<file path="src/pipe_pkg.sv">
package pipe_pkg;

	// Datapath and storage sizes
	localparam int XLEN = 32;
	localparam int REG_W = 5;
	localparam int DMEM_WORDS = 64;
	localparam int DMEM_AW = 6;

	// Major opcodes of the supported subset
	localparam logic [6:0] OP_R = 7'h33;
	localparam logic [6:0] OP_I = 7'h13;
	localparam logic [6:0] OP_LUI = 7'h37;
	localparam logic [6:0] OP_LOAD = 7'h03;
	localparam logic [6:0] OP_STORE = 7'h23;

	// Result source of an instruction
	localparam logic [2:0] SEL_ALU = 3'd0;
	localparam logic [2:0] SEL_MEM = 3'd3;

	// Immediate formats, U leaves rs1 unused
	localparam logic [2:0] IMM_I = 3'd0;
	localparam logic [2:0] IMM_S = 3'd1;
	localparam logic [2:0] IMM_U = 3'd2;

	typedef enum logic [2:0] {
		ADD,
		SUB,
		AND,
		OR,
		XOR,
		PASS_B
	} alu_op_e;

	typedef struct packed {
		logic [6:0] opcode;
		logic [REG_W-1:0] rs1;
		logic [REG_W-1:0] rs2;
		logic [REG_W-1:0] rd;
		logic wr_en;
		// Operand A comes from rs1
		logic sel_opA;
		// Operand B comes from the immediate
		logic sel_opB;
		logic is_stype;
		logic [2:0] imm_select;
		logic [2:0] sel_data;
		alu_op_e alu_op;
		logic mem_we;
	} ctrl_t;

	typedef struct packed {
		logic valid;
		ctrl_t ctrl;
		logic [XLEN-1:0] a;
		logic [XLEN-1:0] b;
		logic [XLEN-1:0] store_data;
		logic [XLEN-1:0] imm;
	} id_exe_t;

	typedef struct packed {
		logic valid;
		ctrl_t ctrl;
		logic [XLEN-1:0] alu_result;
		logic [XLEN-1:0] store_data;
	} exe_mem_t;

	typedef struct packed {
		logic valid;
		ctrl_t ctrl;
		logic [XLEN-1:0] result;
	} mem_wb_t;

	typedef struct packed {
		logic exe_to_id_a;
		logic exe_to_id_b;
		logic mem_to_id_a;
		logic mem_to_id_b;
		logic wb_to_id_a;
		logic wb_to_id_b;
		logic mem_to_exe_a;
		logic mem_to_exe_b;
		logic wb_to_exe_a;
		logic wb_to_exe_b;
	} fwd_t;

	typedef struct packed {
		logic [REG_W-1:0] rd;
		logic wr_en;
		logic is_store;
		logic [XLEN-1:0] addr;
		logic [XLEN-1:0] value;
	} retire_t;

endpackage

</file>
<file path="src/data_mem.sv">
module data_mem (
	input  logic clk,
	input  logic reset,
	input  logic we,
	input  logic [pipe_pkg::DMEM_AW-1:0] addr,
	input  logic [pipe_pkg::XLEN-1:0] wdata,
	output logic [pipe_pkg::XLEN-1:0] rdata
);

	logic [pipe_pkg::XLEN-1:0] mem [0:pipe_pkg::DMEM_WORDS-1];

	// Word writes at the edge
	always_ff @(posedge clk) begin
		if (reset) begin
			for (int i = 0; i < pipe_pkg::DMEM_WORDS; i++)
				mem[i] <= '0;
		end else if (we) begin
			mem[addr] <= wdata;
		end
	end

	// Read is combinational so a load can feed EXE in the same cycle
	assign rdata = mem[addr];

endmodule

</file>
<file path="config.mk">
export PLATFORM = sky130hd
export DESIGN_NAME = data_mem
export DESIGN_NICKNAME = d
export VERILOG_FILES = /design/src/pipe_pkg.sv /design/src/data_mem.sv
export SDC_FILE = /design/constraint.sdc
export NUM_CORES = 2
export LEC_CHECK = 0
export BUFFER_PORTS_ARGS = -buffer_cell sky130_fd_sc_hd__buf_4
export CORE_ASPECT_RATIO = 1.4
export CORE_MARGIN = 1
export CORE_UTILIZATION = 51
export CTS_CLUSTER_DIAMETER = 40
export DETAILED_ROUTE_END_ITERATION = 8
export PLACE_DENSITY = 0.63
export SYNTH_ARGS = -nofsm -noshare
export SYNTH_HDL_FRONTEND = slang
export SYNTH_SLANG_ARGS = --single-unit
</file>
<file path="constraint.sdc">
create_clock -name clk -period 2.87 [get_ports clk]
set_input_delay 0.1435 -clock clk [delete_from_list [all_inputs] [get_ports clk]]
set_output_delay 0.1435 -clock clk [all_outputs]
set_load 0.02 [all_outputs]
</file>
After elaboration in Yosys (flattened, before gate mapping)
Memory sizes are Yosys's and may differ from the RTL's.
Index checks and enable logic that the tools add are counted.

storage, ports and cells
  flip-flop bits (word level) = 0
  bits of input ports = 41
  bits in read-only memories = 0
  word-level logic and storage cells = 10
  RAM bits = 2048
  memories kept = 1
  output and inout bits = 32
  bits in latches = 0

operators by class
  $lt $le $gt $ge = 0
  multiplexer cells = 8
  shift-type cells = 0
  add/sub/neg operators = 0
  reductions and logical operators = 1
  eq/ne operators = 0
  divide/modulo/power cells = 0
  multiply operators = 0
  bitwise logic cells = 0

memories
  memory  depth  bits a word  read ports  clocked after Yosys merged registers in  wr ports  line            text
  mem     64     32           1           0                                        64        data_mem.sv:10  logic [pipe_pkg::XLEN-1:0] mem [0:pipe_pkg::DMEM_WORDS-1];

operators with widths
  operator          number
  $mux 32           1
  $reduce_or 32->1  1
  $mux 1            6
  $mux 6            1

Longest topological paths before layout
  depth in word-level cells = 5
  mapped depth = 11
  depth with buffers taken out = 6

Least setup slack after synthesis
Ideal clock, no wire load.

  path kind = input-to-reg
  start = in addr[2] (netlist bit)
  end = mem mem[16][0] (netlist bit) (enable)
  data required time = 2495 ps
  setup time = 375 ps
  stages = 7
  path buffers = 5
  arrival time = 1945 ps
  slack = 551 ps
  path through = buf_6 -> buf_4 -> buf_2 -> buf_4 -> buf_2 -> nor4_1 -> or2_2

RTL lines
  what         line            text
  from (decl)  data_mem.sv:5   input logic [pipe_pkg::DMEM_AW-1:0] addr,
  to (decl)    data_mem.sv:10

Worst setup path after layout
  start = mem mem[37][25] (netlist bit)
  end = out rdata[25] (netlist bit)

between the ends
  longest elaborated chain between the ends = 1

ends and longest elaborated chain
  what           line           text
  $mem_v2 64x32  n/a
  to (decl)      data_mem.sv:7  output logic [pipe_pkg::XLEN-1:0] rdata

Every way passes these cells.

==> out/qor.yml <==
grt:
  grt_pass1_vias: 61036
  grt_overflow: 0
  antenna_found_initial: 26
  grt_start_max_net_pins: 65
  grt_pass1_wl_um: 437000
  grt_use_total: 0.333
clocking:
  cts_buffers: 206
  clockRootBuffer: "clkbuf_16"
  htreeDepth: 4
  cts_max_path_buffers: 3
  cts_tree: "built"
  cts_setup_buffers: 0
  cts.sinks: 2048
  clk_pin_slew_ns: 0.06
setup_path:
  critPathTopFamily: "compound AO/OA/AOI/OAI gates"
  path_class: "flop to output port"
  cp_cell_sequence: "mux2_4 -> a221o_1 -> a21oi_2 -> buf_4 -> o211ai_1 -> buf_4 -> or3_4 -> buf_6"
  critPathMaxFanout: 1
  required_ns: 2.73
  cp_common_cell: "buf_4"
  cp.arrival_ns: 3.26
  max_stage_delay_ns: 0.39
  crit_path_start_kind: "flop"
  critPathCaptureType: "output port"
  crit_buf_inv: 3
  cpMaxStageDelayCell: "or3_4"
routing:
  dr.pass1.iters: 6
  drt_iter0_markers: 7802
  post_drt_wl_per_cell_um: 31.4
  vias: 61632
  antenna_left: 0
  wirelength_um: 307000
  drcViolationCount: 0
  via_per_inst: 6.31
status:
  violations: "setup timing"
  status: "complete, but fails checks"
floorplan:
  die_area_mm2: 0.184
  design.core.area_mm2: 0.180
  row_count: 184
  fp.dieW_um: 363
  start_util: 0.516
  dieHeight_um: 507
  io_pins: 73
finish:
  largest_reg_flops: 2048
  syn2layout_area_growth_pct: 17.5
  top_register: "mem"
  drive_gt1_frac: 0.216
  fill_cells: 13770
  layout_commonest_cell: "and2_1"
  utilization: 0.606
  nets: 7221
  final_cell_mix: "and2_1, edfxtp_1, buf_4, a22oi_1, a221oi_1"
  reg_top3: "mem x2048"
flow_run:
  drv_cap: 0
power_and_ir_drop:
  switchingPower_mw: 16.6
  pwr-share-seq: 0.506
  total_power_mw: 68.8
  p_leak_nw: 38.5
  p_per_area_mw_per_mm2: 631
  power_frac_comb: 0.098
  p_int_mw: 52.2
  sw_frac_of_total: 0.241
  peakVddDrop_mv: 0.543
  clockPowerShare: 0.396
timing:
  tns_ns: -7.93
  fmax_ghz: 0.294
  setup_viol: 32
  timing.hold.ws_ns: 0.0256
  relSlewSlack: 0.266
  tightestPinTransition_ns: 1.10
  fin_crit_sh: 1.19
  rsz0062_at_grt: "yes"
  setup_ws_ns: -0.534
  slew_viol_final: 0
  hold_viol: 0
  period_needed_ns: 3.40
placement:
  pre_cts_slack_ns: -0.584
  gp_congestion: 0.971
  dp_hpwl_um: 194000
  numPortBuffers: 72
synth:
  synth.cell_area_mm2: 0.0928
  synthArstFlopShare: 0
  synth_cells: 6970
  synth_cell_type_count: 57
  synth-seq-cells: 2048
  synth_fp_nets: 7011
  synth-edff-count: 2048
  synthFlopType: "edfxtp_1"
  syn_avg_cell_area_um2: 13.3
  seq_area_frac_synth: 0.663
  ys_warn_count: 0
min_path:
  min_path_type: "input pin to flop"
[cell type report]
cell class / count / area (um2) / share of cell area
clock inverters: 122 / 1310 / 0.0120
diodes: 9 / 22.5 / 0.000207
inverters: 3 / 18.8 / 0.000172
well taps: 2418 / 3030 / 0.0277
flip-flops and latches: 2048 / 61500 / 0.564
repair buffers: 772 / 8010 / 0.0734
multi-input cells: 4149 / 29700 / 0.273
clock buffers: 252 / 5410 / 0.0496
[worst paths after layout]
check | start | to | slack [ns] | cells after the start
worst min-delay path | wdata[31] | mem[28][31] | 0.03 | 2
worst max-delay path | mem[37][25] | rdata[25] | -0.53 | 8
[metal layers]
metal	GRT usage	wire (um)	vias up
met1	0.422	111000	31466
li1	-	-	26185
met3	0.0601	29500	729
met4	0.176	17800	12
met2	0.546	148000	3240
met5	0	70	-
[power by group through the flow]
stage                     registers [mW]  clock network (mW)  logic (mW)
after floorplan                     35.3                   0        2.84
after global placement              35.4                   0        6.14
after detailed placement            35.5                   0        6.18
after CTS                           34.8                27.4        6.53
after global routing                35.0                28.4        6.89
final                               34.8                27.2        6.71
[per-stage QoR]
step / area, um2 / instances
3_5_place_dp: 101000 / 9397
3_3_place_gp: 101000 / 9397
2_1_floorplan: 92800 / 6970
4_1_cts: 109000 / 9766
6_report: 109000 / 9773
5_1_grt: 109000 / 9768
[kinds of logic after synthesis]
logic type,synth area share
muxes,0.0369
DFF,0.663
buffers and inverters,0.0341
AOI/OAI and AO/OA,0.103
and+or+nand+nor,0.164
[cells in the mapped netlist, drive strengths merged (6+ instances only)]
cell type | n | area [um2]
nand2 | 80 | 300
mux2 | 101 | 1140
nor2b | 6 | 37.5
nor3 | 43 | 215
a31oi | 8 | 50.1
a22oi | 374 | 2810
nor4 | 16 | 100
or4 | 16 | 120
or2 | 83 | 519
mux4 | 34 | 766
a221oi | 293 | 2580
o221ai | 18 | 158
a21oi | 136 | 681
clkbuf | 566 | 2120
o31ai | 13 | 97.6
or3 | 16 | 100
and2 | 2051 | 12800
o21ai | 172 | 861
edfxtp | 2048 | 61500
buf | 204 | 1030
nor2 | 198 | 788
a211oi | 26 | 195
a22o | 21 | 184
nand3 | 7 | 35.0
o211ai | 40 | 300
a221o | 41 | 410
mux2i | 152 | 1520
o22ai | 162 | 1010
[what timing repair did]
action | 4_1_cts | 5_1_grt
pin swaps | 83 | 36
cloned | 0 | 0
gates resized for setup | 299 | 85
hold endpoints to repair | 29 | 0
setup endpoints to repair | 32 | 32
hold buffers | 2 | 0
No activity file was read; power rests on OpenSTA's default activity.
