### config.mk
export PLATFORM = sky130hd
export DESIGN_NAME = reg_file
export DESIGN_NICKNAME = d
export VERILOG_FILES = /design/src/pipe_pkg.sv /design/src/reg_file.sv
export SDC_FILE = /design/constraint.sdc
export NUM_CORES = 2
export LEC_CHECK = 0
export BUFFER_PORTS_ARGS = -buffer_cell sky130_fd_sc_hd__buf_2
export CORE_MARGIN = 5
export CORE_UTILIZATION = 40
export CTS_CLUSTER_SIZE = 28
export DETAILED_ROUTE_END_ITERATION = 8
export SLEW_MARGIN = 20
export SYNTH_ARGS = -nofsm -noshare
export SYNTH_HDL_FRONTEND = slang
export SYNTH_SLANG_ARGS = --single-unit
export TNS_END_PERCENT = 10
### constraint.sdc
create_clock -name clk -period 2.3 [get_ports clk]
set_input_delay 0.23 -clock clk [delete_from_list [all_inputs] [get_ports clk]]
set_output_delay 0.23 -clock clk [all_outputs]
set_load 0.01 [all_outputs]
### src/pipe_pkg.sv
package pipe_pkg;

	// Datapath and storage sizes
	localparam int XLEN = 32;
	localparam int REG_W = 5;
	localparam int DMEM_WORDS = 64;
	localparam int DMEM_AW = 6;

	// Major opcodes of the supported subset
	localparam logic [6:0] OP_R = 7'h33;
	localparam logic [6:0] OP_I = 7'h13;
	localparam logic [6:0] OP_LUI = 7'h37;
	localparam logic [6:0] OP_LOAD = 7'h03;
	localparam logic [6:0] OP_STORE = 7'h23;

	// Result source of an instruction
	localparam logic [2:0] SEL_ALU = 3'd0;
	localparam logic [2:0] SEL_MEM = 3'd3;

	// Immediate formats, U leaves rs1 unused
	localparam logic [2:0] IMM_I = 3'd0;
	localparam logic [2:0] IMM_S = 3'd1;
	localparam logic [2:0] IMM_U = 3'd2;

	typedef enum logic [2:0] {
		ADD,
		SUB,
		AND,
		OR,
		XOR,
		PASS_B
	} alu_op_e;

	typedef struct packed {
		logic [6:0] opcode;
		logic [REG_W-1:0] rs1;
		logic [REG_W-1:0] rs2;
		logic [REG_W-1:0] rd;
		logic wr_en;
		// Operand A comes from rs1
		logic sel_opA;
		// Operand B comes from the immediate
		logic sel_opB;
		logic is_stype;
		logic [2:0] imm_select;
		logic [2:0] sel_data;
		alu_op_e alu_op;
		logic mem_we;
	} ctrl_t;

	typedef struct packed {
		logic valid;
		ctrl_t ctrl;
		logic [XLEN-1:0] a;
		logic [XLEN-1:0] b;
		logic [XLEN-1:0] store_data;
		logic [XLEN-1:0] imm;
	} id_exe_t;

	typedef struct packed {
		logic valid;
		ctrl_t ctrl;
		logic [XLEN-1:0] alu_result;
		logic [XLEN-1:0] store_data;
	} exe_mem_t;

	typedef struct packed {
		logic valid;
		ctrl_t ctrl;
		logic [XLEN-1:0] result;
	} mem_wb_t;

	typedef struct packed {
		logic exe_to_id_a;
		logic exe_to_id_b;
		logic mem_to_id_a;
		logic mem_to_id_b;
		logic wb_to_id_a;
		logic wb_to_id_b;
		logic mem_to_exe_a;
		logic mem_to_exe_b;
		logic wb_to_exe_a;
		logic wb_to_exe_b;
	} fwd_t;

	typedef struct packed {
		logic [REG_W-1:0] rd;
		logic wr_en;
		logic is_store;
		logic [XLEN-1:0] addr;
		logic [XLEN-1:0] value;
	} retire_t;

endpackage

### src/reg_file.sv
module reg_file (
	input  logic clk,
	input  logic reset,
	input  logic [pipe_pkg::REG_W-1:0] rs1,
	input  logic [pipe_pkg::REG_W-1:0] rs2,
	input  logic we,
	input  logic [pipe_pkg::REG_W-1:0] rd,
	input  logic [pipe_pkg::XLEN-1:0] wdata,
	output logic [pipe_pkg::XLEN-1:0] rdata1,
	output logic [pipe_pkg::XLEN-1:0] rdata2
);

	// x0 has no storage
	logic [pipe_pkg::XLEN-1:0] regs [1:31];

	always_ff @(posedge clk) begin
		if (reset) begin
			for (int i = 1; i < 32; i++)
				regs[i] <= '0;
		end else if (we && rd != '0) begin
			regs[rd] <= wdata;
		end
	end

	// Combinational reads, x0 reads zero
	assign rdata1 = (rs1 == '0) ? '0 : regs[rs1];
	assign rdata2 = (rs2 == '0) ? '0 : regs[rs2];

endmodule

* Word level (Yosys, flattened, before mapping)
Memory sizes are Yosys's and may differ from the RTL's.
Index checks and enable logic that the tools add are counted.
Widths: inputs -> output; s select.
** Word-level totals
- Register bits :: 0
- Bits in writable memories :: 992
- Input port bits :: 50
- Word-level logic and storage cells :: 16
- Memories :: 1
- Output and inout port bits :: 64
** Memory list
- regs :: depth 31, width 32, rd ports 2, clocked after Yosys merged registers in 0, wr ports 31, line reg_file.sv:14 : logic [pipe_pkg::XLEN-1:0] regs [1:31];
** Operators by class
- Mux-type cells :: 10
- Reduce and logical (&&, ||, !) cells :: 5
** Operators by type and width (number)
- $mux 32 :: 3
- $reduce_or 32->1 :: 1
- $logic_not 5->1 :: 2
- $mux 1 :: 6
- $mux 5 :: 1
- $reduce_bool 5->1 :: 1
- $logic_and 1x1->1 :: 1

* Logic depth before layout (Yosys ltp)
- Depth after elaboration :: 7
- Gate-level depth with buffers :: 9
- Mapped depth without buffers :: 4

* Worst setup path before layout
No wires, ideal clock.
- Path type :: input port to output port
- From :: input rs2[2] (netlist bit)
- To :: output rdata2[5] (netlist bit)
- Buffers on the path :: 3
- Setup slack :: 159 ps
- Data arrival time :: 1911 ps
- Stages on the path :: 7
- Data required time :: 2070 ps
- Path through :: buf_2 buf_2 buf_1 mux4_2 a22o_1 a2111oi_0 nor3_1
** Between the ends
- Longest elaborated chain between the ends :: 2
- Elaborated cells between the ends (all ways) :: 3
- Those cells by class :: mux (1); reduce/logical (1); memory (1)
** RTL lines
- from (decl) :: line reg_file.sv:5 : input logic [pipe_pkg::REG_W-1:0] rs2,
- $mem_v2 31x32 or $logic_not 5->1 (tied branches)
- $mux 32 * :: line reg_file.sv:27 : assign rdata2 = (rs2 == '0) ? '0 : regs[rs2];
- to (decl) :: line reg_file.sv:10 : output logic [pipe_pkg::XLEN-1:0] rdata2
Every way passes the cells marked *; elsewhere a longest branch is shown, timed or not.

==> flow_summary_export.csv <==
group,metric,value,unit
grt,grt_util_met3,5.97,%
synth,netlist_top_cells_count,"edfxtp_1, and2_1, mux4_2",
die,core,0.136,mm^2
die,rows,135,
routing,num_vias,36500,
routing,drt_pass1_iterations,5,
status,outcome,"finished, violations left",
timing,maxSlewHeadroom,52.4,%
critical_path,worstPathArrival,2570,ps
layout,drive_gt1_share,34.1,%
synth,synth_warnings,0,
timing,tightestPinTransition,712,ps
critical_path,worstSetupEndpointType,"output pin",
pwr,p_per_area,706,mW/mm^2
grt,overflow,0,
layout,final-seq-area,0.0307,mm^2
pwr,leakage,24.0,nW
timing,final_max_slew_viol_count,0,
grt,grtUsageMet2,39.3,%
synth,synth_edf_count,1024,
layout,fin_area,0.0664,mm^2
synth,ys.flop_type,"edfxtp_1",
die,die-area,0.144,mm^2
timing,hold_violations,0,
clocking,cts-root-buf,"clkbuf_16",
critical_path,cp_max_fo,2,
die,start_util,40.3,%
routing,wl,190000,um
synth,synth.distinct_cells,44,
grt,antenna_found_initial,22,
routing,drc,0,
layout,reg_top3,"regs x1024",
grt,grt_max_degree,39,
min_path,min_path_type,"input pin to flip-flop",
placement,placed_area,0.0609,mm^2
timing,fmax,0.357,GHz
timing,finalCritPeriodShare,122,%
synth,synth_area,0.0546,mm^2
die,ios,114,
synth,seq_area_frac_synth,56.3,%
timing,finalSetupTns,-24080,ps
layout,fill_cells,11400,
synth,syn_area_per_cell,14.5,um^2
layout,largest_reg_flops,1024,
layout,finalNetCount,4170,
grt,grt_use_met1,35.9,%
timing,rsz0062_at_grt,"yes",
synth,async_flop_share,0,%
die,die_h,380,um
placement,hpwlAfterDp,125000,um
clocking,cts_max_path_buffers,3,
synth,synthTopCellsByArea,"edfxtp_1, mux4_2, and2_1",
status,violations,"setup timing",
die,die_x,380,um
layout,largest_register,"regs",
clocking,numClockSinks,1024,
synth,synthCells,3765,
min_path,hp-start,"wdata[22]",
clocking,h-tree-depth,3,
grt,grtUsageTotal,25.7,%
timing,setup-violations-final,64,
routing,via_per_inst,6.07,
grt,grt_first_pass_wirelength,269000,um
critical_path,cp-start-kind,"flip-flop",
synth,synth_top_area_share,56.3,%
synth,yosysTopAreaCell,"edfxtp_1",
layout,syn2layout_area_growth,21.6,%
routing,drtIter0Drc,4372,
routing,routedWlPerCell,31.6,um
placement,io_buffers,113,
timing,fin_ws,-502,ps
timing,hold_slack,45.5,ps
routing,ant_nets,0,
grt,globalRoute.busiestLayer,"met2",
clocking,numCtsBuffers,108,
min_path,hold_depth,1,
timing,layout_min_cycle_time,2800,ps
clocking,path_clk_slew,60,ps
critical_path,critPathKind,"flip-flop to output pin",
synth,ys_ff_latch,1024,
grt,grt_pass1_vias,36700,
synth,yosysMostFrequentCell,"edfxtp_1",
critical_path,critPathRequiredTime,2070,ps
run,cap_violations,0,
layout,multiInputGateArea,0.0242,mm^2
pwr,ir_drop,0.000711,V
placement,globalplace.congestion,0.920,
clocking,cts_tree,"yes",
min_path,hold_end,"regs[0][22]",
pwr,totalPowerFinal,46.9,mW
==> worst max path at each step <==
stage	from	endpoint	slack, ps	cells after the start
6_report	regs[15][10]	rdata2[10]	-500	5
5_1_grt	regs[15][27]	rdata2[27]	-570	6
4_1_cts	regs[15][18]	rdata2[18]	-530	6
3_5_place_dp	rs1[1]	rdata1[22]	-780	11
3_3_place_gp	rs1[1]	rdata1[22]	-700	11
2_1_floorplan	rs2[2]	rdata2[5]	160	7
==> logic make-up (layout without fill, tap and decap cells) <==
| kind of cell | after synthesis | in the layout | synth area share, % |
|---|---|---|---|
| other cells | 1 | 48 | 0.00686 |
| simple gates | 1213 | 1213 | 13.7 |
| buf+inv | 408 | 823 | 3.34 |
| flops | 1024 | 1024 | 56.3 |
| mux | 712 | 712 | 21.3 |
| compound gates | 407 | 407 | 5.39 |
==> through the flow <==
step	utilization, %	setup slack (ps)	instances
final	49.0	-502	6008
after global routing	48.9	-570	5992
after CTS	48.7	-526	5992
after detailed placement	44.9	-777	5783
after global placement	44.9	-699	5783
after floorplan	-	159	3796
==> worst max-delay path, cell delays in order, from the launching register on <==
cell	delay, ps
edfxtp_1	390
mux4_2	490
a22o_1	290
a2111oi_2	440
nor3_4	90
buf_6	150
==> layout make-up <==
cell class              count  share of cell area [%]
well taps                1781                    3.35
inverters                   1                 0.00565
diodes                     16                  0.0603
multi-input cells        2364                    36.4
flip-flops and latches   1024                    46.3
repair buffers            621                    8.55
clock buffers             129                    4.25
clock inverters            72                    1.11
==> metal layers <==
metal	routed length, um	part of all wire [%]	vias to the layer above
li1	-	-	15200
met1	77500	41	19000
met2	85700	45	1929
met3	18400	9.7	357
met4	7930	4.2	14
met5	92	0.049	-
==> what timing repair did <==
| action | CTS | global route |
|---|---|---|
| hold endpoints to repair | 1 | 0 |
| pin swaps | 110 | 17 |
| setup buffers | 15 | 1 |
| cloned | 0 | 0 |
| hold buffers | 1 | 0 |
| setup endpoints to repair | 64 | 64 |
| gates resized for setup | 282 | 53 |
==> report_power, final <==
group | internal (mW) | switching, mW | total [mW]
Clock | 10.4 | 7.62 | 18.0
Sequential | 21.6 | 0.572 | 22.1
Combinational | 3.05 | 3.70 | 6.75
Total | 35.0 | 11.9 | 46.9
==> cells in the final DEF (no fill, tap or decap), types with 39 or more instances in the layout <==
master | netlist | layout
edfxtp_1 | 1024 | 1024
mux2i_1 | 322 | 321
a22oi_1 | 104 | 103
o22ai_1 | 51 | 51
a21oi_1 | 56 | 53
buf_2 | 56 | 98
mux4_2 | 356 | 356
and2_1 | 995 | 993
buf_12 | 0 | 96
nor2b_1 | 56 | 50
buf_4 | 21 | 413
a2111oi_4 | 0 | 39
clkbuf_16 | 0 | 110
Power figures use the tool's default switching activity.
