`src/pipe_pkg.sv`:
```
package pipe_pkg;

	// Datapath and storage sizes
	localparam int XLEN = 32;
	localparam int REG_W = 5;
	localparam int DMEM_WORDS = 64;
	localparam int DMEM_AW = 6;

	// Major opcodes of the supported subset
	localparam logic [6:0] OP_R = 7'h33;
	localparam logic [6:0] OP_I = 7'h13;
	localparam logic [6:0] OP_LUI = 7'h37;
	localparam logic [6:0] OP_LOAD = 7'h03;
	localparam logic [6:0] OP_STORE = 7'h23;

	// Result source of an instruction
	localparam logic [2:0] SEL_ALU = 3'd0;
	localparam logic [2:0] SEL_MEM = 3'd3;

	// Immediate formats, U leaves rs1 unused
	localparam logic [2:0] IMM_I = 3'd0;
	localparam logic [2:0] IMM_S = 3'd1;
	localparam logic [2:0] IMM_U = 3'd2;

	typedef enum logic [2:0] {
		ADD,
		SUB,
		AND,
		OR,
		XOR,
		PASS_B
	} alu_op_e;

	typedef struct packed {
		logic [6:0] opcode;
		logic [REG_W-1:0] rs1;
		logic [REG_W-1:0] rs2;
		logic [REG_W-1:0] rd;
		logic wr_en;
		// Operand A comes from rs1
		logic sel_opA;
		// Operand B comes from the immediate
		logic sel_opB;
		logic is_stype;
		logic [2:0] imm_select;
		logic [2:0] sel_data;
		alu_op_e alu_op;
		logic mem_we;
	} ctrl_t;

	typedef struct packed {
		logic valid;
		ctrl_t ctrl;
		logic [XLEN-1:0] a;
		logic [XLEN-1:0] b;
		logic [XLEN-1:0] store_data;
		logic [XLEN-1:0] imm;
	} id_exe_t;

	typedef struct packed {
		logic valid;
		ctrl_t ctrl;
		logic [XLEN-1:0] alu_result;
		logic [XLEN-1:0] store_data;
	} exe_mem_t;

	typedef struct packed {
		logic valid;
		ctrl_t ctrl;
		logic [XLEN-1:0] result;
	} mem_wb_t;

	typedef struct packed {
		logic exe_to_id_a;
		logic exe_to_id_b;
		logic mem_to_id_a;
		logic mem_to_id_b;
		logic wb_to_id_a;
		logic wb_to_id_b;
		logic mem_to_exe_a;
		logic mem_to_exe_b;
		logic wb_to_exe_a;
		logic wb_to_exe_b;
	} fwd_t;

	typedef struct packed {
		logic [REG_W-1:0] rd;
		logic wr_en;
		logic is_store;
		logic [XLEN-1:0] addr;
		logic [XLEN-1:0] value;
	} retire_t;

endpackage

```
`src/decoder.sv`:
```
module decoder (
	input  logic [31:0] instr,
	output pipe_pkg::ctrl_t ctrl,
	output logic [pipe_pkg::XLEN-1:0] imm
);

	logic [2:0] funct3;
	logic [6:0] funct7;

	assign funct3 = instr[14:12];
	assign funct7 = instr[31:25];

	always_comb begin
		// Nop unless the opcode says otherwise
		ctrl = '0;
		ctrl.opcode = instr[6:0];
		ctrl.rd = instr[11:7];
		ctrl.rs1 = instr[19:15];
		ctrl.rs2 = instr[24:20];
		ctrl.sel_opB = 1'b1;
		ctrl.imm_select = pipe_pkg::IMM_I;
		ctrl.sel_data = pipe_pkg::SEL_ALU;
		ctrl.alu_op = pipe_pkg::ADD;
		case (instr[6:0])
			pipe_pkg::OP_R: begin
				ctrl.sel_opA = 1'b1;
				ctrl.sel_opB = 1'b0;
				ctrl.wr_en = 1'b1;
				case (funct3)
					3'b000: ctrl.alu_op = funct7[5] ? pipe_pkg::SUB : pipe_pkg::ADD;
					3'b100: ctrl.alu_op = pipe_pkg::XOR;
					3'b110: ctrl.alu_op = pipe_pkg::OR;
					3'b111: ctrl.alu_op = pipe_pkg::AND;
					default: ctrl.wr_en = 1'b0;
				endcase
				// Only SUB may carry funct7 bit 5
				if (funct7 != 7'h00 && !(funct3 == 3'b000 && funct7 == 7'h20))
					ctrl.wr_en = 1'b0;
			end
			pipe_pkg::OP_I: begin
				// ADDI only
				ctrl.sel_opA = 1'b1;
				ctrl.wr_en = funct3 == 3'b000;
			end
			pipe_pkg::OP_LUI: begin
				ctrl.wr_en = 1'b1;
				ctrl.imm_select = pipe_pkg::IMM_U;
				ctrl.alu_op = pipe_pkg::PASS_B;
			end
			pipe_pkg::OP_LOAD: begin
				// LW, address from the ALU
				ctrl.sel_opA = 1'b1;
				ctrl.wr_en = funct3 == 3'b010;
				ctrl.sel_data = pipe_pkg::SEL_MEM;
			end
			pipe_pkg::OP_STORE: begin
				// SW
				ctrl.sel_opA = 1'b1;
				ctrl.is_stype = 1'b1;
				ctrl.imm_select = pipe_pkg::IMM_S;
				ctrl.mem_we = funct3 == 3'b010;
			end
			default: ;
		endcase
	end

	// Immediate assembly
	always_comb begin
		case (ctrl.imm_select)
			pipe_pkg::IMM_S: imm = {{20{instr[31]}}, instr[31:25], instr[11:7]};
			pipe_pkg::IMM_U: imm = {instr[31:12], 12'b0};
			default: imm = {{20{instr[31]}}, instr[31:20]};
		endcase
	end

endmodule

```
`config.mk`:
```
export PLATFORM = sky130hd
export DESIGN_NAME = decoder
export DESIGN_NICKNAME = d
export VERILOG_FILES = /design/src/pipe_pkg.sv /design/src/decoder.sv
export SDC_FILE = /design/constraint.sdc
export NUM_CORES = 1
export LEC_CHECK = 0
export BUFFER_PORTS_ARGS = -buffer_cell sky130_fd_sc_hd__buf_4
export CORE_AREA = 2 2 49 51
export DETAILED_ROUTE_END_ITERATION = 8
export DIE_AREA = 0 0 51 53
export PLACE_DENSITY = 0.95
export RECOVER_POWER = 100
export SYNTH_ARGS = -nofsm -noshare
export SYNTH_HDL_FRONTEND = slang
export SYNTH_SLANG_ARGS = --single-unit
```
`constraint.sdc`:
```
create_clock -name vclk -period 5.75
set_input_delay 1.15 -clock vclk [all_inputs]
set_output_delay 1.15 -clock vclk [all_outputs]
set_load 0.05 [all_outputs]
```
# Word level (Yosys, flattened, before mapping)
# Cells that the tools add are included.
# word_totals
register_bits	0
elab_cells	32
# classes
n_eq_ne	12
n_mux	13
n_reduce_logical	7
# op_table
cell	n
31-bit case mux with 2 select lines	1
7-bit by 6-bit == test with 1-bit output (second input constant)	4
3-bit case mux with 4 select lines	1
3-bit == test (second input constant)	3
4-bit OR reduction	2
7-bit by 2-bit == test with 1-bit output (second input constant)	1
7-bit by 5-bit == test with 1-bit output (second input constant)	1
1-bit two-way mux	7
7-bit nonzero test	1
3-bit by 2-bit == test with 1-bit output (second input constant)	2
3-bit case mux with 2 select lines	1
1-bit case mux with 4 select lines	1
2-bit case mux with 2 select lines	1
3-bit by 1-bit == test with 1-bit output (second input constant)	1
3-bit zero test	1
1-bit logical AND	2
2-bit two-way mux	1
1-bit zero test	1

# Depth between registers and ports, before layout
# depth
ltp_word	6
mapped_depth	8

# Worst setup path after synthesis
# Ideal clock, no wire load.
# synth_timing
path_kind	input to output
start	input port instr[3]
end	output port imm[0] (netlist name)
arrival_time_ns	3.883
required_ns	4.600
slack_ns	0.717
stages	6
path_buffers	1
path_cell_list	and4bb_2 and4bb_1 inv_1 ha_1 clkbuf_1 o21ai_0
# synth_lines
item	line_no	text
start: declaration	decoder.sv:2	input logic [31:0] instr,
end: declaration	decoder.sv:4	output logic [pipe_pkg::XLEN-1:0] imm

# Worst setup path after layout
# layout_timing
start	input port instr[3]
end	output port imm[12] (netlist name)
# layout_via
elab_chain_len	4
elab_cells_between_ends	6
classes_between	eq/ne: 4; mux: 2
# layout_rtl
item	line_no	text
7-bit by 6-bit == test with 1-bit output	decoder.sv:24	case (instr[6:0])
2-bit case mux with 2 select lines *	decoder.sv:24	
3-bit by 2-bit == test with 1-bit output / 3-bit by 1-bit == test with 1-bit output (equally long branches)	decoder.sv:69	case (ctrl.imm_select)
31-bit case mux with 2 select lines *	decoder.sv:69	
# Mark *: on every way between the ends. The rest lies on a longest branch, timed or not.

==> impl_metrics.env <==
export IMPL_status="completed"
export IMPL_grt_overflow=0
export IMPL_finalWorstSetupSlack_ns=0.7338
export IMPL_num_antenna_cells=0
export IMPL_ys_types=26
export IMPL_start_kind="input pin"
export IMPL_leakage_nw=0.6142
export IMPL_dr_pass1_iters=4
export IMPL_post_drt_wl_per_cell_um=11.89
export IMPL_drive_gt1_frac=0.3295
export IMPL_min_path_cells=3
export IMPL_max_cap_violations=0
export IMPL_final_nets=213
export IMPL_synth_seq_area_share=0
export IMPL_p_seq_frac=0
export IMPL_cts_hold_buf=0
export IMPL_postCtsSetupBuffers=0
export IMPL_routabilityCongestion=0.7998
export IMPL_comb_power_share=1.000
export IMPL_grt_pass1_wl_um=3663
export IMPL_dp_hpwl_um=2083
export IMPL_vias_per_cell=4.691
export IMPL_start_util=0.3419
export IMPL_regArea_um2=0
export IMPL_netlist_area_um2=734.5
export IMPL_ios=100
export IMPL_ant_nets=0
export IMPL_hp_start="instr[19]"
export IMPL_portBuffers=98
export IMPL_max_freq_mhz=199.4
export IMPL_drt_iter0_markers=18
export IMPL_hold_class="in -> out"
export IMPL_critPathCaptureType="output pin"
export IMPL_gr_usage_all_layers=0.1661
export IMPL_sw_frac_of_total=0.7266
export IMPL_synth_area_leaders="buf_4, a21o_1, and2_1"
export IMPL_totalWireLength_um=2426
export IMPL_rows=17
export IMPL_seq_cell_count=0
export IMPL_clock_power_share=0
export IMPL_core_area_um2=2148
export IMPL_avgSynthCellArea_um2=6.738
export IMPL_powerDensity_nw_per_um2=129.4
export IMPL_dp_slack_ns=0.9953
export IMPL_hold_viol=0
export IMPL_tightest_slew_ns=0.9833
export IMPL_crit_type="in -> out"
export IMPL_final_util=0.5207
export IMPL_die_area_um2=2703
export IMPL_drv_slew=0
export IMPL_relSlewSlack=0.3441
export IMPL_cp_max_fo=20
export IMPL_timing_hold_ws_ns=2.664
export IMPL_nFillCells=257
export IMPL_drc_errors=0
export IMPL_clock_buffers=0
export IMPL_vdd_drop_max_mv=0.07012
export IMPL_finalCritPeriodShare=0.8724
export IMPL_grt_pass1_vias=854
export IMPL_rsz0062_at_grt="false"
export IMPL_synth_largest_area_cell="buf_4"
export IMPL_synth_top_cells_by_count="buf_4, a21o_1, and2_1, inv_1"
export IMPL_worstPathRequired_ns=4.60
export IMPL_whs_endpoint="imm[19]"
export IMPL_cts_resized=0
export IMPL_syn_instance_count=109
export IMPL_grt_antenna_before_repair=0
export IMPL_fin_setup_tns_ns=0
export IMPL_vias=957
export IMPL_cp_arrival_ns=3.87
export IMPL_internal_power_w=0.00003956
export IMPL_area_delta_synth_final_pct=52.30
export IMPL_synth_top_cell_area_share=0.2862
export IMPL_p_switching_w=0.0001051
export IMPL_grt_max_degree=21
export IMPL_yosysWarningCount=0
export IMPL_setup_violations_final=0
export IMPL_synth_most_common_cell="buf_4"
export IMPL_die_y_um=53
export IMPL_die_w_um=51
export IMPL_period_needed_ns=5.016
worst max path at each step:
stage          endpoint  slack (ns)  cells past startpoint      from
2_1_floorplan    imm[0]        0.72                      6  instr[3]
3_3_place_gp    imm[14]        1.12                      9  instr[3]
3_5_place_dp    imm[26]         1.0                      9  instr[3]
4_1_cts         imm[26]        1.00                      9  instr[3]
5_1_grt         imm[19]        0.45                      9  instr[3]
6_report        imm[12]        0.73                      9  instr[3]
power groups by stage:
stage	Sequential, W	Combinational (W)	Clock (W)
2_1_floorplan	0	0.000111	0
3_3_place_gp	0	0.000155	0
3_5_place_dp	0	0.000156	0
4_1_cts	0	0.000156	0
5_1_grt	0	0.000151	0
6_report	0	0.000145	0
worst max-delay path: stages:
cell and delay (ns):
buf_4 0.11, and4bb_1 0.36, and4bb_1 0.33, inv_1 0.09
ha_1 0.43, nand2b_1 0.23, and2_0 0.81, a21o_1 0.15
buf_4 0.19
per-stage QoR:
step / std cells / power [W] / instance area (um2)
final: 204 / 0.0001447 / 1119
after global routing: 204 / 0.0001515 / 1119
after CTS: 204 / 0.0001560 / 1280
after detailed placement: 204 / 0.0001557 / 1280
after global placement: 204 / 0.0001546 / 1280
after floorplan: 110 / 0.0001109 / 738.2
cell type report:
class | instances | area [um2] | area share
repair buffers | 98 | 581.8 | 0.5201
multi-input cells | 70 | 471.7 | 0.4217
well taps | 28 | 35.03 | 0.03132
inverters | 8 | 30.03 | 0.02685
kinds of logic after synthesis:
logic type,Yosys count,share of synthesized area
buf+inv,40,0.3526
simple gates,34,0.2981
compound gates,30,0.2811
fa+ha+maj,3,0.05111
xor+xnor,1,0.01193
other cells,1,0.005106
placed cells by master (no fill, tap or decap):
cell type	netlist	layout
conb_1	1	2
nor4_1	1	1
buf_4	28	57
nor2_1	4	4
nand3_4	1	1
and2_0	0	4
or3b_1	1	1
clkbuf_1	1	41
inv_1	8	8
nand3_1	5	5
and2_1	8	4
nand2b_1	0	1
nor3_1	3	3
nor3b_1	1	1
xor2_1	1	1
a21oi_1	3	3
and4bb_1	1	2
a211oi_1	1	1
and3_1	2	2
nand2_1	4	4
o32ai_1	1	1
nand3b_1	1	1
ha_1	3	3
a21o_1	20	20
o21ai_0	5	5
routing by layer:
metal,vias up,share of wire,global-route usage
li1,473,-,-
met1,437,0.38,0.1936
met2,47,0.54,0.3398
met3,0,0.086,0.01695
met4,0,0,0
met5,-,0,0
No activity file was read; power rests on OpenSTA's default activity.
