==> src/pipe_pkg.sv <==
package pipe_pkg;

	// Datapath and storage sizes
	localparam int XLEN = 32;
	localparam int REG_W = 5;
	localparam int DMEM_WORDS = 64;
	localparam int DMEM_AW = 6;

	// Major opcodes of the supported subset
	localparam logic [6:0] OP_R = 7'h33;
	localparam logic [6:0] OP_I = 7'h13;
	localparam logic [6:0] OP_LUI = 7'h37;
	localparam logic [6:0] OP_LOAD = 7'h03;
	localparam logic [6:0] OP_STORE = 7'h23;

	// Result source of an instruction
	localparam logic [2:0] SEL_ALU = 3'd0;
	localparam logic [2:0] SEL_MEM = 3'd3;

	// Immediate formats, U leaves rs1 unused
	localparam logic [2:0] IMM_I = 3'd0;
	localparam logic [2:0] IMM_S = 3'd1;
	localparam logic [2:0] IMM_U = 3'd2;

	typedef enum logic [2:0] {
		ADD,
		SUB,
		AND,
		OR,
		XOR,
		PASS_B
	} alu_op_e;

	typedef struct packed {
		logic [6:0] opcode;
		logic [REG_W-1:0] rs1;
		logic [REG_W-1:0] rs2;
		logic [REG_W-1:0] rd;
		logic wr_en;
		// Operand A comes from rs1
		logic sel_opA;
		// Operand B comes from the immediate
		logic sel_opB;
		logic is_stype;
		logic [2:0] imm_select;
		logic [2:0] sel_data;
		alu_op_e alu_op;
		logic mem_we;
	} ctrl_t;

	typedef struct packed {
		logic valid;
		ctrl_t ctrl;
		logic [XLEN-1:0] a;
		logic [XLEN-1:0] b;
		logic [XLEN-1:0] store_data;
		logic [XLEN-1:0] imm;
	} id_exe_t;

	typedef struct packed {
		logic valid;
		ctrl_t ctrl;
		logic [XLEN-1:0] alu_result;
		logic [XLEN-1:0] store_data;
	} exe_mem_t;

	typedef struct packed {
		logic valid;
		ctrl_t ctrl;
		logic [XLEN-1:0] result;
	} mem_wb_t;

	typedef struct packed {
		logic exe_to_id_a;
		logic exe_to_id_b;
		logic mem_to_id_a;
		logic mem_to_id_b;
		logic wb_to_id_a;
		logic wb_to_id_b;
		logic mem_to_exe_a;
		logic mem_to_exe_b;
		logic wb_to_exe_a;
		logic wb_to_exe_b;
	} fwd_t;

	typedef struct packed {
		logic [REG_W-1:0] rd;
		logic wr_en;
		logic is_store;
		logic [XLEN-1:0] addr;
		logic [XLEN-1:0] value;
	} retire_t;

endpackage

==> src/exe_stage.sv <==
module exe_stage (
	input  pipe_pkg::id_exe_t id_exe,
	input  pipe_pkg::fwd_t fwd,
	input  logic [pipe_pkg::XLEN-1:0] mem_rdata,
	input  logic [pipe_pkg::XLEN-1:0] wb_result,
	output logic [pipe_pkg::XLEN-1:0] result,
	output logic [pipe_pkg::XLEN-1:0] store_data
);

	logic [pipe_pkg::XLEN-1:0] op_a;
	logic [pipe_pkg::XLEN-1:0] rs2_val;
	logic [pipe_pkg::XLEN-1:0] op_b;

	// Load data overrides what ID captured
	// Memory port is the younger load
	assign op_a = fwd.mem_to_exe_a ? mem_rdata :
		fwd.wb_to_exe_a ? wb_result : id_exe.a;

	assign rs2_val = fwd.mem_to_exe_b ? mem_rdata :
		fwd.wb_to_exe_b ? wb_result : id_exe.store_data;

	// Immediate already sits in b for non R-type
	assign op_b = id_exe.ctrl.sel_opB ? id_exe.b : rs2_val;

	assign store_data = rs2_val;

	always_comb begin
		case (id_exe.ctrl.alu_op)
			pipe_pkg::ADD: result = op_a + op_b;
			pipe_pkg::SUB: result = op_a - op_b;
			pipe_pkg::AND: result = op_a & op_b;
			pipe_pkg::OR: result = op_a | op_b;
			pipe_pkg::XOR: result = op_a ^ op_b;
			// LUI, upper immediate as is
			pipe_pkg::PASS_B: result = id_exe.imm;
			default: result = op_a + op_b;
		endcase
	end

endmodule

==> config.mk <==
export PLATFORM = sky130hd
export DESIGN_NAME = exe_stage
export DESIGN_NICKNAME = d
export VERILOG_FILES = /design/src/pipe_pkg.sv /design/src/exe_stage.sv
export SDC_FILE = /design/constraint.sdc
export NUM_CORES = 1
export LEC_CHECK = 0
export BUFFER_PORTS_ARGS = -buffer_cell sky130_fd_sc_hd__buf_2
export CAP_MARGIN = 20
export CORE_UTILIZATION = 45
export DETAILED_ROUTE_END_ITERATION = 6
export PLACE_DENSITY = 0.77
export SYNTH_ARGS = -nofsm -noshare
export SYNTH_HDL_FRONTEND = slang
export SYNTH_SLANG_ARGS = --single-unit
==> constraint.sdc <==
create_clock -name vclk -period 10.1
set_input_delay 1.515 -clock vclk [all_inputs]
set_output_delay 1.515 -clock vclk [all_outputs]
set_load 0.1 [all_outputs]
# == Word-level counts from Yosys, hierarchy flattened ==
# Cells that the tools add are included.
# W data, S select, Z words.
# totals
regBits,0
output_inout_bits,64
# op_classes
muxes,6
add_sub_neg,2
n_eq_ne,5
bitwise,3
# ops
cell,n
$mux W32,5
$pmux W32 S5,1
$add A32 B32 Y32,1
$and A32 B32 Y32,1
$or A32 B32 Y32,1
$sub A32 B32 Y32,1
$xor A32 B32 Y32,1
$eq A3 B2 Y1 const B,2
$eq A3 B3 Y1 const B,2
$eq A3 B1 Y1 const B,1

# == Longest topological paths before layout ==
# Gate-level depths: netlist of the first run.
# logic_depth
word_depth,5
depth_mapped,24

# == Worst setup path before layout of the first run ==
# OpenSTA, ideal clock, no wires.
# synth_path
kind,input port to output port
startpoint,input port fwd[0] (netlist bit)
endpoint,output port result[29] (netlist bit)
t_arrival_ps,10421
setup_slack_ps,-1836
t_required_ps,8585
n_path_buf,2
cell_stages,20
cell_sequence,buf_6 mux2i_1 o21ai_0 mux2i_1 ha_1 and3_1 nand3_1 o31ai_1 xnor2_1 ha_1 clkbuf_1 nand4_1 nor2_1 nand2_1 o211ai_1 o2111ai_1 nand2_1 a41o_1 o21ai_0 o311ai_0
# synth_via
elab_chain_cells,5
elab_cells_between_ends,9
cone_classes,add/sub (2); mux (4); bitwise (3)
# synth_lines
item,line_no,text
"start, declared",exe_stage.sv:3,"input pipe_pkg::fwd_t fwd,"
$mux W32 (*),exe_stage.sv:20,fwd.wb_to_exe_b ? wb_result : id_exe.store_data;
$mux W32 (*),exe_stage.sv:19,assign rs2_val = fwd.mem_to_exe_b ? mem_rdata :
"net store_data, one bit",exe_stage.sv:7,output logic [pipe_pkg::XLEN-1:0] store_data
$mux W32 (*),exe_stage.sv:23,assign op_b = id_exe.ctrl.sel_opB ? id_exe.b : rs2_val;
$add A32 B32 Y32 or $sub A32 B32 Y32 (tied branches),"exe_stage.sv:29, exe_stage.sv:36, exe_stage.sv:30",
$pmux W32 S5 (*),exe_stage.sv:28,case (id_exe.ctrl.alu_op)
"end, declared",exe_stage.sv:6,"output logic [pipe_pkg::XLEN-1:0] result,"
# The timed path passes the listed nets; every way through them passes the cells marked *.

# == Final worst setup path of the first run ==
# layout_path
startpoint,input port fwd[0] (netlist bit)
endpoint,output port result[29] (netlist bit)
# layout_via
elab_chain_cells,5
elab_cells_between_ends,9
cone_classes,add/sub (2); mux (4); bitwise (3)
# layout_lines
item,line_no
$mux W32 (*),exe_stage.sv:20
$mux W32 (*),exe_stage.sv:19
$mux W32 (*),exe_stage.sv:23
"$add A32 B32 Y32, or another cell as far along","exe_stage.sv:29, exe_stage.sv:36"
$pmux W32 S5 (*),exe_stage.sv:28
# Every way passes the cells marked *; elsewhere a longest branch is shown, timed or not.

==> results of run 1 <==
==> cell type report <==
class / count / area, sq um / share of cell area (%)
diodes: 5 / 12.5 / 0.156
multi-input cells: 816 / 5990 / 74.8
inverters: 105 / 394 / 4.92
well taps: 184 / 230 / 2.88
repair buffers: 271 / 1380 / 17.2
==> routing by layer <==
layer,share of wire (%),vias up,global-route usage (%)
met1,45,3614,41.8
met3,9.6,27,5.04
met4,1.6,0,7.38
met5,0,-,0
li1,-,3881,-
met2,44,352,46.4
==> placed cells by master, fill, tap and decap left out, drive strengths merged, types with 6 or more instances in the layout <==
cell type	count
o221ai	11
o211ai	21
and3	7
a211oi	10
nand2	116
or3	6
ha	96
a21oi	77
buf	271
a31oi	15
nand3	14
nand2b	6
inv	105
xnor2	45
o21a	48
xor2	9
mux2i	104
o21ai	50
a21o	20
mux2	12
nor2	73
nor2b	10
nor3	8
==> path summary, 6_finish.rpt <==
check                     start             end  cells past startpoint
hold / removal    mem_rdata[17]  store_data[17]                      4
setup / recovery         fwd[0]      result[29]                     22
==> through the flow <==
stage	instance area [sq um]	util [%]	worst slack, ps	instances	hold slack [ps]
after CTS	7980	55.1	1500	1375	3550
after global placement	7980	55.1	1580	1375	3540
after floorplan	6660	-	418	981	3530
final	8000	55.3	1330	1381	3550
after detailed placement	7980	55.1	1520	1375	3550
after global routing	8000	55.3	967	1381	3600
==> where the power goes <==
group	switching [mW]	internal (mW)	total [mW]
registers	0	0	0
logic	0.675	0.266	0.940
clock network	0	0.0000000663	0.0000000664
==> kinds of logic (layout without fill, tap and decap cells) <==
group | Yosys count | count (layout) | synth area share [%]
mux | 116 | 116 | 17.8
simple gates | 263 | 263 | 18.2
buf+inv | 165 | 376 | 10.2
fa+ha+maj | 97 | 97 | 18.3
other cells | 0 | 5 | 0
xor+xnor | 54 | 54 | 7.11
compound gates | 286 | 286 | 28.4
==> impl_results.md, run 1 <==
- Tot GR Track Use: 29.7%
- Seq Cell Count: 0
- Max Fclk: roughly 0.11 GHz
- Layout cells sized above 1: 25.4%
- Initial Util: between 40% and 50%
- Register area: 0 sq um
- Total power: 0.940 mW
- Crit path required time: about 8600 ps
- Drt wl/cell: 17.6 um
- Cell family contributing the most delay on the critical path: compound AO/OA/AOI/OAI gates
- Post-synthesis cell area: 6660 sq um
- Cell chain of the critical path: buf_2 > mux2i_1 > o21ai_1 > mux2i_1 > ha_1 > and3_1 > nand2_1 > nor2_1 > a21oi_1 > xnor2_1 > ha_1 > a21o_1 > a21o_1 > o22ai_1 > o211ai_1 > o2111ai_1 > nand2_1 > a41o_1 > o21ai_0 > nand2_1 > o311ai_2 > buf_2
- Vias in the first global route: roughly 6800
- Die Footprint: about 15000 sq um
- Slowest CP cell: buf_2
- MaxCap Viol Count: 0
- Yosys cell types: 70
- Gr ovfl total: 0
- Mean Syn Cell Area: just under 7 sq um
- Initial antenna violation count: 5
- Pin count of the biggest net entering global routing: 65
- Crit start category: input port
- Fin crit share: between 80 and 90%
- Leakage: 4.36 nW
- Slew Limit Fails: 0
- Die Width: around 120 um
- Gate Count Post-Synth: approximately 980
- Post-CTS setup buffers: 0
- Final Hold Viols: 0
- Drt first pass iters: 5
- Worst EP arrival: 7250 ps
- Post-CTS Hold Fix Bufs: 0
- Max Fanout on Critical Path: 33
- Die H: about 120 um
- Cts repair resizes: 0
- First-pass GRT wire length: 35300 um
- Final setup viols: 0
- Synth area leader: ha_1
- Worst hold path type: input port to output port
- Slowest stage delay, CP: 730 ps
- Vias: ~7900
- Sequential fraction of the synthesis area: 0%
- Port Buffer Count: about 260
- Fin nets: 1530
- Worst-Margin Slew: 1080 ps
- Core Box Area: roughly 14000 sq um
- I/O pins: slightly above 300
- Commonest cells post-synth: nand2_1, mux2i_1, inv_1
- Ranking of synthesized cells by area: ha_1, mux2i_1, nand2_1
- DP HPWL: around 20000 um
- Headroom to the max-slew limit: approximately 28%
- CP Buf/Inv Count: 2
- Count leader, synth: nand2_1
- Fill cell count: 1495
- DRT Wirelength: about 24000 um
- Post-synthesis to final-layout area growth: 20.3%
- Initial DRC count: 641
- # DRC: 0
- Routed vias/inst: 5.70
- WS Path Type: input port to output port
- RSZ-0062 raised after global routing: false
- RePlAce Congestion: 0.973
- PwrDens: between 100 and 150 nW/um^2
- Synth top area share: between 10% and 20%
- Total negative slack: 0 ps
- Most numerous cell on the critical path: nand2_1
- Outcome: completed
- Min cycle time layout: 8770 ps
- FP Rows: between 40 and 50
- Mapped Nets: approximately 1300
- Max VDD drop: roughly 0.09 mV
- Syn. warnings: 0
- Post-DRT Antenna Nets: 0
- CLK BUF: 0
- CP Capture Type: output port
Note: power is estimated with default switching activity, not from simulation.
==> run 2, diff against run 1 <==
Settings changed: CAP_MARGIN 20 to not set, CELL_PAD_IN_SITES_DETAIL_PLACEMENT set to 2, CELL_PAD_IN_SITES_GLOBAL_PLACEMENT set to 2, CORE_UTILIZATION 45 to 27, PLACE_DENSITY 0.77 to not set, PLACE_DENSITY_LB_ADDON set to 0.1.
==> run 2 against run 1 <==
Routed wire length up 34%. First-iteration DRC count down 33%. Setup slack better by 85 ps. Clock-buffer cell count unchanged. Critical path type unchanged.
==> impl_results.md, run 2 (synthesis results as in run 1) <==
- Hold path depth: 4 (unchanged)
- Fin crit share: 85.9% (was 86.8%)
- Drt first pass iters: 4 (was 5)
- WS Path Type: input port to output port (unchanged)
- Final Hold Viols: 0 (unchanged)
- Leakage: 4.38 nW (was 4.36 nW)
- Initial DRC count: 427 (was 641)
- Net Sw Frac: 72.5% (was 71.7%)
- Seq Cell Count: 0 (unchanged)
- Worst-Margin Slew: 810 ps (was 1080 ps)
- Total power: 0.970 mW (was 0.940 mW)
- Die Footprint: 25300 sq um (was 15300 sq um)
- Seq pwr share: 0% (about the same)
- Die H: 159 um (was 124 um)
- Drt wl/cell: 21.4 um (was 17.6 um)
- Hold EP: store_data[18] (was store_data[17])
- Hold_sp: mem_rdata[18] (was mem_rdata[17])
- Initial antenna violation count: 5 (unchanged)
- First-pass GRT wire length: 49500 um (was 35300 um)
- Die Width: 159 um (was 124 um)
- Commonest cells after routing, fill and taps aside: buf_2, nand2_1, mux2i_1, inv_1, ha_1 (unchanged)
- Slew Limit Fails: 0 (unchanged)
- Layout cells sized above 1: 25.7% (was 25.4%)
- Tot GR Track Use: 25.0% (was 29.7%)
- Internal power: 0.267 mW (was 0.266 mW)
- Post-DRT Antenna Nets: 0 (unchanged)
- Register area: 0 sq um (unchanged)
- Clock power frac: 0% (about the same)
- Post-CTS Hold Fix Bufs: 0 (unchanged)
- Max Fclk: 0.115 GHz (was 0.114 GHz)
- Headroom to the max-slew limit: 45.8% (was 28.3%)
- Sw power: 0.703 mW (was 0.675 mW)
- Core Box Area: 24200 sq um (was 14500 sq um)
- I/O pins: 303 (unchanged)
- DRT Wirelength: 32700 um (was 24300 um)
- Outcome: completed (unchanged)
- FP Rows: 57 (was 44)
- Worst EP arrival: 7160 ps (was 7250 ps)
- Initial Util: 27.4% (was 46.0%)
- CP Capture Type: output port (unchanged)
- Crit start category: input port (unchanged)
- Cts repair resizes: 0 (unchanged)
- Total negative slack: 0 ps (unchanged)
- PwrDens: 118 nW/um^2 (was 117 nW/um^2)
- CLK BUF: 0 (unchanged)
- Vias in the first global route: 8113 (was 6795)
- Crit path required time: 8590 ps (about the same)
- Post-synthesis to final-layout area growth: 23.3% (was 20.3%)
- Max VDD drop: 0.0833 mV (was 0.0920 mV)
- Post-CTS setup buffers: 0 (unchanged)
- Fin nets: 1534 (was 1530)
- # DRC: 0 (unchanged)
- RSZ-0062 raised after global routing: false (unchanged)
- Routed vias/inst: 5.23 (was 5.70)
- Gr ovfl total: 0 (unchanged)
- Port Buffer Count: 264 (unchanged)
- Worst hold path type: input port to output port (unchanged)
- Final setup viols: 0 (unchanged)
- Fill cell count: 3033 (was 1495)
- Max Fanout on Critical Path: 17 (was 33)
- Pin count of the biggest net entering global routing: 53 (was 65)
- Commonest non-fill, non-tap cell in the layout: buf_2 (unchanged)
- Min cycle time layout: 8680 ps (was 8770 ps)
- Vias: 7969 (was 7874)
- Min Hold Slack: 3560 ps (was 3550 ps)
- Comb power frac: 100.0% (about the same)
- MaxCap Viol Count: 0 (unchanged)
- RePlAce Congestion: 0.852 (was 0.973)
- DP HPWL: 27600 um (was 20100 um)
## run 2: worst max-delay path by stage
stage	start	endpoint	slack [ps]
finish	fwd[0]	result[29]	1420
floorplan	fwd[0]	result[25]	420
global placement	fwd[2]	result[27]	1510
global route	fwd[2]	result[31]	1000
CTS	fwd[2]	result[29]	1440
detailed placement	fwd[2]	result[29]	1470
## run 2: final cells by class
class	instances	area, sq um	share of cell area [%]
inverter	105	394	4.80
antenna	5	12.5	0.152
timing repair buffer	275	1410	17.1
multi-input combinational	816	5990	73.0
tap	324	405	4.94
## run 2: metrics by stage
| step | util (%) | area (sq um) | setup slack (ps) | cells |
|---|---|---|---|---|
| floorplan | - | 6660 | 418 | 981 |
| global placement | 33.8 | 8190 | 1510 | 1520 |
| detailed placement | 33.8 | 8190 | 1470 | 1520 |
| CTS | 33.8 | 8190 | 1440 | 1520 |
| global route | 33.8 | 8200 | 997 | 1524 |
| finish | 33.8 | 8210 | 1420 | 1525 |
## run 2: metal layers
metal	routed length [um]	track usage, %
met1	16900	37.0
met2	14200	40.0
met3	1300	2.60
met4	235	2.53
met5	13	0
## run 2: power by group through the flow
stage	registers, mW	clock network (mW)	logic (mW)
after CTS	0	0	0.972
after floorplan	0	0	0.742
final	0	0.0000000666	0.970
after global routing	0	0.0000000532	1.04
after global placement	0	0	0.956
after detailed placement	0	0	0.967
## run 2: worst max-delay path, stage by stage
cell and delay [ps]:
buf_2 430, mux2i_1 260, o21ai_1 130, mux2i_1 510
ha_1 330, and3_1 270, nand3_1 190, nor4_2 530
nor2_1 100, xnor2_1 150, ha_1 370, nand4_1 160
nor2_1 70, a22oi_1 190, o211ai_1 240, o2111ai_1 330
nand2_1 140, a41o_1 280, o21ai_0 260, nand2_1 110
o311ai_2 100, buf_2 480
